--- src/hdl/bootmem_params.svh ---
`ifndef BOOTMEM_PARAMS_SVH
`define BOOTMEM_PARAMS_SVH

// ---------------------------------------------------------------------
// boot memory geometry
// ---------------------------------------------------------------------

`define BOOTMEM_AW     8     // word address bits, one address per data word
`define BOOTMEM_DW     32    // data bus width in bits, four byte lanes
`define BOOTMEM_DEPTH  256   // number of words held by the memory array

// ---------------------------------------------------------------------
// response slot behaviour
// ---------------------------------------------------------------------

// with the bypass set the core may take a new command in the very cycle
// its pending response is popped, so the memory sustains one command
// per cycle
// with the bypass cleared a command waits one idle cycle after each pop
`define BOOTMEM_BYPASS 1     // 1 enables the pop-and-push path, 0 disables it

// a depth of 2**BOOTMEM_AW words covers the whole address space
// a smaller depth leaves the upper addresses unbacked

`endif

--- src/hdl/bootmem_pkg.sv ---
`include "bootmem_params.svh"

package bootmem_pkg;

   // ------------------------------------------------------------------
   // vector types shared by the memory subsystem
   // ------------------------------------------------------------------

   typedef logic [`BOOTMEM_AW-1:0]   word_addr_t;   // word address, not byte address
   typedef logic [`BOOTMEM_DW-1:0]   word_t;        // one data word of the bus
   typedef logic [`BOOTMEM_DW/8-1:0] byte_mask_t;   // bit i enables byte lane i

   // requester number as seen by the arbiter
   // 0 is the instruction fetch port and 1 is the load/store port
   typedef logic port_id_t;

   // ------------------------------------------------------------------
   // arbiter response tracking
   // ------------------------------------------------------------------

   // the memory owes at most one response at any time
   typedef enum logic {
      RSP_IDLE = 1'b0,   // no response is owed to any requester
      RSP_BUSY = 1'b1    // one response is in flight toward its owner
   } arb_state_t;

   // a zero byte mask on a command marks it as a read
   // any set bit turns it into a write of the selected lanes

endpackage

--- src/hdl/mem_bus_if.sv ---
`timescale 1ns/1ns

interface mem_bus_if
   import bootmem_pkg::*;
();

   // ------------------------------------------------------------------
   // command channel, master to slave
   // ------------------------------------------------------------------

   logic       cmd_valid;    // master presents a command
   logic       cmd_ready;    // slave takes the command in this cycle
   word_addr_t cmd_addr;     // word address of the access
   byte_mask_t cmd_we_msk;   // byte write mask, all zero means read
   word_t      cmd_din;      // write data, lanes picked by cmd_we_msk

   // ------------------------------------------------------------------
   // response channel, slave to master
   // ------------------------------------------------------------------

   logic       rsp_valid;    // slave holds a response for the master
   logic       rsp_ready;    // master pops the response in this cycle
   word_t      rsp_dout;     // read data, only meaningful after a read

   // requester side of the channel
   modport master (
      output cmd_valid, cmd_addr, cmd_we_msk, cmd_din,
      output rsp_ready,
      input  cmd_ready,
      input  rsp_valid, rsp_dout
   );

   // memory side of the channel
   modport slave (
      input  cmd_valid, cmd_addr, cmd_we_msk, cmd_din,
      input  rsp_ready,
      output cmd_ready,
      output rsp_valid, rsp_dout
   );

endinterface

--- src/hdl/bus_arbiter.sv ---
`timescale 1ns/1ns

module bus_arbiter
   import bootmem_pkg::*;
(
   input  logic      clk,
   input  logic      rst_n,
   mem_bus_if.slave  req0,
   mem_bus_if.slave  req1,
   mem_bus_if.master mem
);

   port_id_t   rr_ptr_q;   // requester that wins the next tie
   port_id_t   grant;      // requester steered onto the memory bus now
   port_id_t   owner_q;    // requester the pending response belongs to
   arb_state_t state_q;    // whether a response is owed at all
   arb_state_t state_d;
   logic       accept;     // the memory takes the granted command
   logic       pop;        // the owner pops the pending response

   // ------------------------------------------------------------------
   // command path, purely combinational
   // ------------------------------------------------------------------

   // a lone requester wins outright, a tie goes to the pointer
   always_comb begin
      case ({req1.cmd_valid, req0.cmd_valid})
         2'b01:   grant = 1'b0;       // only the fetch port asks
         2'b10:   grant = 1'b1;       // only the load/store port asks
         default: grant = rr_ptr_q;   // both or neither
      endcase
   end

   assign mem.cmd_valid  = req0.cmd_valid | req1.cmd_valid;
   assign mem.cmd_addr   = grant ? req1.cmd_addr   : req0.cmd_addr;
   assign mem.cmd_we_msk = grant ? req1.cmd_we_msk : req0.cmd_we_msk;
   assign mem.cmd_din    = grant ? req1.cmd_din    : req0.cmd_din;

   // only the granted requester ever sees ready
   assign req0.cmd_ready = mem.cmd_ready & (grant == 1'b0);
   assign req1.cmd_ready = mem.cmd_ready & (grant == 1'b1);

   assign accept = mem.cmd_valid & mem.cmd_ready;

   // the pointer moves away from whoever was just served
   always_ff @(posedge clk or negedge rst_n) begin
      if (!rst_n) begin
         rr_ptr_q <= 1'b0;
      end else if (accept) begin
         rr_ptr_q <= ~grant;
      end
   end

   // ------------------------------------------------------------------
   // response tracking
   // ------------------------------------------------------------------

   assign pop = mem.rsp_valid & mem.rsp_ready;

   // a pop together with a new accept keeps the FSM busy for the new owner
   always_comb begin
      state_d = state_q;
      case (state_q)
         RSP_IDLE: begin
            if (accept) begin
               state_d = RSP_BUSY;
            end
         end
         RSP_BUSY: begin
            if (pop && !accept) begin
               state_d = RSP_IDLE;
            end
         end
         default: state_d = RSP_IDLE;
      endcase
   end

   always_ff @(posedge clk or negedge rst_n) begin
      if (!rst_n) begin
         state_q <= RSP_IDLE;
      end else begin
         state_q <= state_d;
      end
   end

   // the core holds one response at most, so one owner register suffices
   always_ff @(posedge clk or negedge rst_n) begin
      if (!rst_n) begin
         owner_q <= 1'b0;
      end else if (accept) begin
         owner_q <= grant;   // recorded on the same edge the command lands
      end
   end

   // ------------------------------------------------------------------
   // response routing back to the owner
   // ------------------------------------------------------------------

   assign req0.rsp_valid = mem.rsp_valid & (state_q == RSP_BUSY) & (owner_q == 1'b0);
   assign req1.rsp_valid = mem.rsp_valid & (state_q == RSP_BUSY) & (owner_q == 1'b1);

   // the other port sees zero data rather than someone else's word
   assign req0.rsp_dout = (owner_q == 1'b0) ? mem.rsp_dout : '0;
   assign req1.rsp_dout = (owner_q == 1'b1) ? mem.rsp_dout : '0;

   // the pop comes from the owner alone
   assign mem.rsp_ready = (state_q == RSP_BUSY) &
                          (owner_q ? req1.rsp_ready : req0.rsp_ready);

endmodule

--- src/flat_wrapper.sv ---
// flat-port wrapper written by rule: the top's interface ports become plain ports
module bus_arbiter_flat import bootmem_pkg::*;
  (clk, rst_n, req0_cmd_valid, req0_cmd_addr, req0_cmd_we_msk, req0_cmd_din, req0_rsp_ready, req0_cmd_ready, req0_rsp_valid, req0_rsp_dout, req1_cmd_valid, req1_cmd_addr, req1_cmd_we_msk, req1_cmd_din, req1_rsp_ready, req1_cmd_ready, req1_rsp_valid, req1_rsp_dout, mem_cmd_valid, mem_cmd_addr, mem_cmd_we_msk, mem_cmd_din, mem_rsp_ready, mem_cmd_ready, mem_rsp_valid, mem_rsp_dout);
  mem_bus_if req0_i ();
  mem_bus_if req1_i ();
  mem_bus_if mem_i ();
  input  logic clk;
  input  logic rst_n;
  input wire logic [$bits(req0_i.cmd_valid)-1:0] req0_cmd_valid;
  input wire logic [$bits(req0_i.cmd_addr)-1:0] req0_cmd_addr;
  input wire logic [$bits(req0_i.cmd_we_msk)-1:0] req0_cmd_we_msk;
  input wire logic [$bits(req0_i.cmd_din)-1:0] req0_cmd_din;
  input wire logic [$bits(req0_i.rsp_ready)-1:0] req0_rsp_ready;
  output wire logic [$bits(req0_i.cmd_ready)-1:0] req0_cmd_ready;
  output wire logic [$bits(req0_i.rsp_valid)-1:0] req0_rsp_valid;
  output wire logic [$bits(req0_i.rsp_dout)-1:0] req0_rsp_dout;
  input wire logic [$bits(req1_i.cmd_valid)-1:0] req1_cmd_valid;
  input wire logic [$bits(req1_i.cmd_addr)-1:0] req1_cmd_addr;
  input wire logic [$bits(req1_i.cmd_we_msk)-1:0] req1_cmd_we_msk;
  input wire logic [$bits(req1_i.cmd_din)-1:0] req1_cmd_din;
  input wire logic [$bits(req1_i.rsp_ready)-1:0] req1_rsp_ready;
  output wire logic [$bits(req1_i.cmd_ready)-1:0] req1_cmd_ready;
  output wire logic [$bits(req1_i.rsp_valid)-1:0] req1_rsp_valid;
  output wire logic [$bits(req1_i.rsp_dout)-1:0] req1_rsp_dout;
  output wire logic [$bits(mem_i.cmd_valid)-1:0] mem_cmd_valid;
  output wire logic [$bits(mem_i.cmd_addr)-1:0] mem_cmd_addr;
  output wire logic [$bits(mem_i.cmd_we_msk)-1:0] mem_cmd_we_msk;
  output wire logic [$bits(mem_i.cmd_din)-1:0] mem_cmd_din;
  output wire logic [$bits(mem_i.rsp_ready)-1:0] mem_rsp_ready;
  input wire logic [$bits(mem_i.cmd_ready)-1:0] mem_cmd_ready;
  input wire logic [$bits(mem_i.rsp_valid)-1:0] mem_rsp_valid;
  input wire logic [$bits(mem_i.rsp_dout)-1:0] mem_rsp_dout;
  assign req0_i.cmd_valid = req0_cmd_valid;
  assign req0_i.cmd_addr = req0_cmd_addr;
  assign req0_i.cmd_we_msk = req0_cmd_we_msk;
  assign req0_i.cmd_din = req0_cmd_din;
  assign req0_i.rsp_ready = req0_rsp_ready;
  assign req0_cmd_ready = req0_i.cmd_ready;
  assign req0_rsp_valid = req0_i.rsp_valid;
  assign req0_rsp_dout = req0_i.rsp_dout;
  assign req1_i.cmd_valid = req1_cmd_valid;
  assign req1_i.cmd_addr = req1_cmd_addr;
  assign req1_i.cmd_we_msk = req1_cmd_we_msk;
  assign req1_i.cmd_din = req1_cmd_din;
  assign req1_i.rsp_ready = req1_rsp_ready;
  assign req1_cmd_ready = req1_i.cmd_ready;
  assign req1_rsp_valid = req1_i.rsp_valid;
  assign req1_rsp_dout = req1_i.rsp_dout;
  assign mem_cmd_valid = mem_i.cmd_valid;
  assign mem_cmd_addr = mem_i.cmd_addr;
  assign mem_cmd_we_msk = mem_i.cmd_we_msk;
  assign mem_cmd_din = mem_i.cmd_din;
  assign mem_rsp_ready = mem_i.rsp_ready;
  assign mem_i.cmd_ready = mem_cmd_ready;
  assign mem_i.rsp_valid = mem_rsp_valid;
  assign mem_i.rsp_dout = mem_rsp_dout;
  bus_arbiter u_core (.clk(clk), .rst_n(rst_n), .req0(req0_i), .req1(req1_i), .mem(mem_i));
endmodule
--- config.mk ---
export PLATFORM = sky130hd
export DESIGN_NAME = bus_arbiter_flat
export DESIGN_NICKNAME = d
export VERILOG_FILES = /design/src/hdl/bootmem_pkg.sv /design/src/hdl/mem_bus_if.sv /design/src/hdl/bus_arbiter.sv /design/src/flat_wrapper.sv
export VERILOG_INCLUDE_DIRS = /design/src /design/src/hdl
export SDC_FILE = /design/constraint.sdc
export NUM_CORES = 1
export LEC_CHECK = 0
export BUFFER_PORTS_ARGS = -buffer_cell sky130_fd_sc_hd__buf_2
export CAP_MARGIN = 20
export CELL_PAD_IN_SITES_DETAIL_PLACEMENT = 0
export CELL_PAD_IN_SITES_GLOBAL_PLACEMENT = 2
export CORE_MARGIN = 5
export CORE_UTILIZATION = 11
export CTS_CLUSTER_DIAMETER = 50
export DETAILED_ROUTE_END_ITERATION = 6
export PLACE_DENSITY_LB_ADDON = 0.25
export SYNTH_ARGS = -nofsm -noshare
export SYNTH_HDL_FRONTEND = slang
export SYNTH_SLANG_ARGS = --single-unit
--- constraint.sdc ---
create_clock -name clk -period 3.7 [get_ports clk]
set_input_delay 0.555 -clock clk [delete_from_list [all_inputs] [get_ports clk]]
set_output_delay 0.555 -clock clk [all_outputs]
set_load 0.02 [all_outputs]
Word level (Yosys, flattened, before mapping)
Index checks and enable logic that the tools add are counted.
{ "totals": {"regBits": 3, "input_bits": 128, "output_inout_bits": 114, "elab_cells": 29} }
{ "classes": {"eq_ne": 2, "mux": 10, "bitwise": 12, "reduce_logical": 2} }
{ "ops": {"columns": ["operator", "count"], "rows": [
  ["32-bit 2-to-1 mux", 3],
  ["1-bit AND", 8],
  ["8-bit 2-to-1 mux", 1],
  ["4-bit 2-to-1 mux", 1],
  ["1-bit one-hot mux with 2 select lines", 2],
  ["1-bit 2-to-1 mux", 3],
  ["1-bit inverter", 3],
  ["2-bit by 1-bit equality test with 1-bit output, second input constant", 1],
  ["2-bit equality test, second input constant", 1],
  ["1-bit logical AND", 1],
  ["1-bit logical NOT", 1],
  ["1-bit bitwise OR", 1]
]} }

Longest topological paths before layout
{ "logic_depth": {"ltp_word": 6, "depth_mapped": 6, "depth_no_buf": 5} }

Least setup slack after synthesis
Ideal clock, no wire load.
{ "synth_timing": {"path_kind": "in2out", "start": "in req0_cmd_valid", "end": "out mem_cmd_din[20]", "arrival_ps": 1800, "t_required_ps": 3145, "setup_slack_ps": 1345, "stages": 6, "n_path_buf": 2, "path_cell_list": "inv_1 -> ha_1 -> mux2i_2 -> buf_6 -> buf_8 -> mux2_4"} }
{ "synth_via": {"elab_chain_len": 3, "word_cells_on_any_way": 4, "cone_classes": "eq/ne (2); mux (2)"} }
{ "synth_lines": {"columns": ["element", "line_no", "source"], "rows": [
  ["start, declared", "flat_wrapper.sv:9", "input wire logic [$bits(req0_i.cmd_valid)-1:0] req0_cmd_valid;"],
  ["2-bit equality test or 2-bit by 1-bit equality test with 1-bit output (tied branches)", "bus_arbiter.sv:27", "case ({req1.cmd_valid, req0.cmd_valid})"],
  ["1-bit one-hot mux with 2 select lines *", "bus_arbiter.sv:27", null],
  ["32-bit 2-to-1 mux *", "bus_arbiter.sv:37", "assign mem.cmd_din = grant ? req1.cmd_din : req0.cmd_din;"],
  ["end, declared", "flat_wrapper.sv:28", "output wire logic [$bits(mem_i.cmd_din)-1:0] mem_cmd_din;"]
]} }
Every way passes the cells marked *; elsewhere a longest branch is shown, timed or not.

Worst setup path after layout
{ "layout_timing": {"start": "in req1_cmd_valid", "end": "out mem_cmd_addr[7]"} }
{ "layout_via": {"elab_chain_len": 3, "word_cells_on_any_way": 4, "cone_classes": "eq/ne (2); mux (2)"} }
{ "layout_lines": {"columns": ["element", "line_no", "source"], "rows": [
  ["start, declared", "flat_wrapper.sv:17", "input wire logic [$bits(req1_i.cmd_valid)-1:0] req1_cmd_valid;"],
  ["2-bit equality test or 2-bit by 1-bit equality test with 1-bit output (tied branches)", "bus_arbiter.sv:27", null],
  ["1-bit one-hot mux with 2 select lines *", "bus_arbiter.sv:27", null],
  ["8-bit 2-to-1 mux *", "bus_arbiter.sv:35", "assign mem.cmd_addr = grant ? req1.cmd_addr : req0.cmd_addr;"],
  ["end, declared", "flat_wrapper.sv:26", "output wire logic [$bits(mem_i.cmd_addr)-1:0] mem_cmd_addr;"]
]} }
Marks and branches as above.

==> reports/metrics.yaml <==
status: "completed"
fmax_mhz: 357
criticalPathCategory: "in2out"
p_switching_mw: 0.497
viasPerCell: 3.66
synthCells: 143
dr.pass1.iters: 4
syn_nets: 273
wl_per_cell_um: 12.4
cts_made_buffers: 3
fin_crit_ns: 2.80
combinationalPowerShare_pct: 78.6
internal_power_mw: 0.525
initial_core_util_pct: 11.3
drc: 0
timing.setup.tns_ns: 0
grt_max_degree: 69
rows: 38
synth_area_per_cell_um2: 8.70
grt_first_pass_wirelength_um: 8950
yosys.area_share.simple_pct: 36.1
power_frac_clock_pct: 16.7
synth_mux_area_share_pct: 47.5
synthToLayoutAreaGrowth_pct: 114
drt_iter0_markers: 54
postCtsSetupBuffers: 0
skew_ns: 0.00277
core_um2: 11000
yosysSeqAreaShare_pct: 6.04
cp_data_required_time_ns: 3.14
synth_top_family_by_area: "multiplexers"
yosys_warnings: 0
place_congestion: 0.727
htree_num_levels: 1
worstHoldPathType: "in2async"
antenna_found_initial: 0
clk_transition_reported_paths_ns: 0.03
rsz0062_at_grt: "false"
grt_usage_pct: 8.11
critPathMaxStageDelay_ns: 0.44
clockRootBuffer: "clkbuf_16"
top_layer_used: "met4"
grt_pass1_vias: 1939
yosysTopAreaCellShare_pct: 26.3
vias: 1899
setup_viol: 0
slew_headroom_pct: 64.4
end_kind: "output port"
diodes: 0
fin_util_pct: 24.2
post-route-period-util_pct: 75.8
io_pins: 242
synthAdderAreaFrac_pct: 2.01
cp_slowest_cell: "buf_4"
post_synth_num_cell_types: 19
clk_path_buf_depth: 2
ant_nets: 0
power_frac_seq_pct: 4.7
drive_above_1_share_pct: 77.3
cp_common_cell: "buf_2"
syn_area_um2: 1240
dr_wl_met3_um: 1010
vdd_drop_max_uv: 210
hold_viol_final: 0
synth-xor-area-share_pct: 0
fill_cells: 1217
cts_resized: 0
clock-sinks: 3
dp_hpwl_um: 5850
synth_compound_area_share_pct: 0.805
tritoncts: "done"
crit_chain: "buf_2 -> inv_1 -> ha_1 -> mux2i_4 -> buf_4 -> mux2_2 -> buf_2"
wl_met1_um: 2030
holdBufCountCts: 0
max_cap_violations: 0
slew_viol_final: 0
worstSkewPairLatency_ns: 0.22
yosysTopAreaCell: "mux2_2"
ys_seq_elements: 3
die_h_um: 116
path_max_fanout: 34
fp.dieW_um: 116
arrival_ns: 2.25
dieArea_um2: 13500
io_buffers: 241
p_per_area_nw_per_um2: 385
leakagePower_nw: 1.56
route.met2.wl_um: 3360
sw_frac_of_total_pct: 48.7
start_kind: "input port"
max_slew.worst_pin.slew_ns: 0.535
overflow: 0
nNetsFinal: 510
synth_area_leaders: "mux2_2, mux2_4, nor2b_1"
drt_wl_total_um: 6430
placed cells by master, fill, tap and decap left out:
cell / n
mux2_4: 16
nand2b_1: 1
o21ai_0: 1
ha_1: 2
nand2_1: 1
dfrtp_1: 3
nor2b_1: 35
and3_1: 1
inv_1: 4
buf_2: 241
clkbuf_16: 3
clkbuf_1: 1
mux2_2: 29
mux2i_1: 1
a21oi_1: 1
buf_4: 3
and2_1: 33
nor2_1: 2
mux2i_4: 1
synth_stat cells, drive strengths merged:
cell type,n
nand2,1
and2,33
a21oi,1
clkbuf,7
buf,5
nor2,2
mux2,45
inv,4
and3,1
dfrtp,3
nor2b,35
o21ai,1
mux2i,2
ha,2
nand2b,1
power groups by stage:
stage          registers (mW)  clock network (mW)  logic [mW]
2_1_floorplan          0.0459                   0       0.558
3_3_place_gp           0.0476                   0       0.824
3_5_place_dp           0.0475                   0       0.820
4_1_cts                0.0479               0.175       0.821
5_1_grt                0.0485               0.178       0.873
6_report               0.0475               0.171       0.804
final timing paths:
check	start	end	slack, ns	cells after the start
worst max-delay path	req1_cmd_valid	mem_cmd_addr[7]	0.90	7
worst min-delay path	rst_n	u_core.rr_ptr_q	0.12	1
worst max register to register	u_core.owner_q	u_core.state_q	2.34	4
worst min register to register	u_core.state_q	u_core.state_q	0.59	2
max in group asynchronous	rst_n	u_core.owner_q	3.47	1
min in group clk	u_core.state_q	u_core.state_q	0.59	2
final cells by class:
cell class	count	area [um2]	share of cell area [%]
well taps	140	175	6.59
multi-input cells	124	1080	40.8
clock buffers	4	78.8	2.97
repair buffers	244	1230	46.3
inverters	4	15.0	0.565
flip-flops and latches	3	75.1	2.83
cell families (layout without fill, tap and decap cells):
| kind of cell | count (synthesis) | count (layout) |
|---|---|---|
| buffers and inverters | 16 | 252 |
| AOI/OAI and AO/OA | 2 | 2 |
| adders and majority gates | 2 | 2 |
| muxes | 47 | 47 |
| and+or+nand+nor | 73 | 73 |
| DFF | 3 | 3 |
state kept, by name, summed over array words and instances, names as in the netlist:
| name | count |
|---|---|
| u_core.owner_q | 1 |
| u_core.rr_ptr_q | 1 |
| u_core.state_q | 1 |
routing by layer:
metal,GRT usage [%],up-vias
met1,8.05,806
li1,-,940
met5,0,-
met4,1.62,0
met2,16.4,151
met3,2.49,2
worst max-delay path, delay by kind of cell:
family / cells / cell delay [ns]
mux: 2 / 0.63
fa+ha+maj: 1 / 0.32
buf+inv: 4 / 0.73
stage by stage:
step / instance area, um2 / total power, mW / setup WS [ns] / hold WS [ns] / instances
global placement: 2580 / 0.872 / 0.888 / 0.354 / 515
floorplan: 1240 / 0.604 / 1.35 / 0.259 / 143
CTS: 2660 / 1.04 / 0.879 / 0.119 / 519
detailed placement: 2580 / 0.867 / 0.882 / 0.356 / 515
finish: 2660 / 1.02 / 0.896 / 0.120 / 519
global route: 2660 / 1.10 / 0.782 / 0.124 / 519
(Power assumes the default switching activity.)
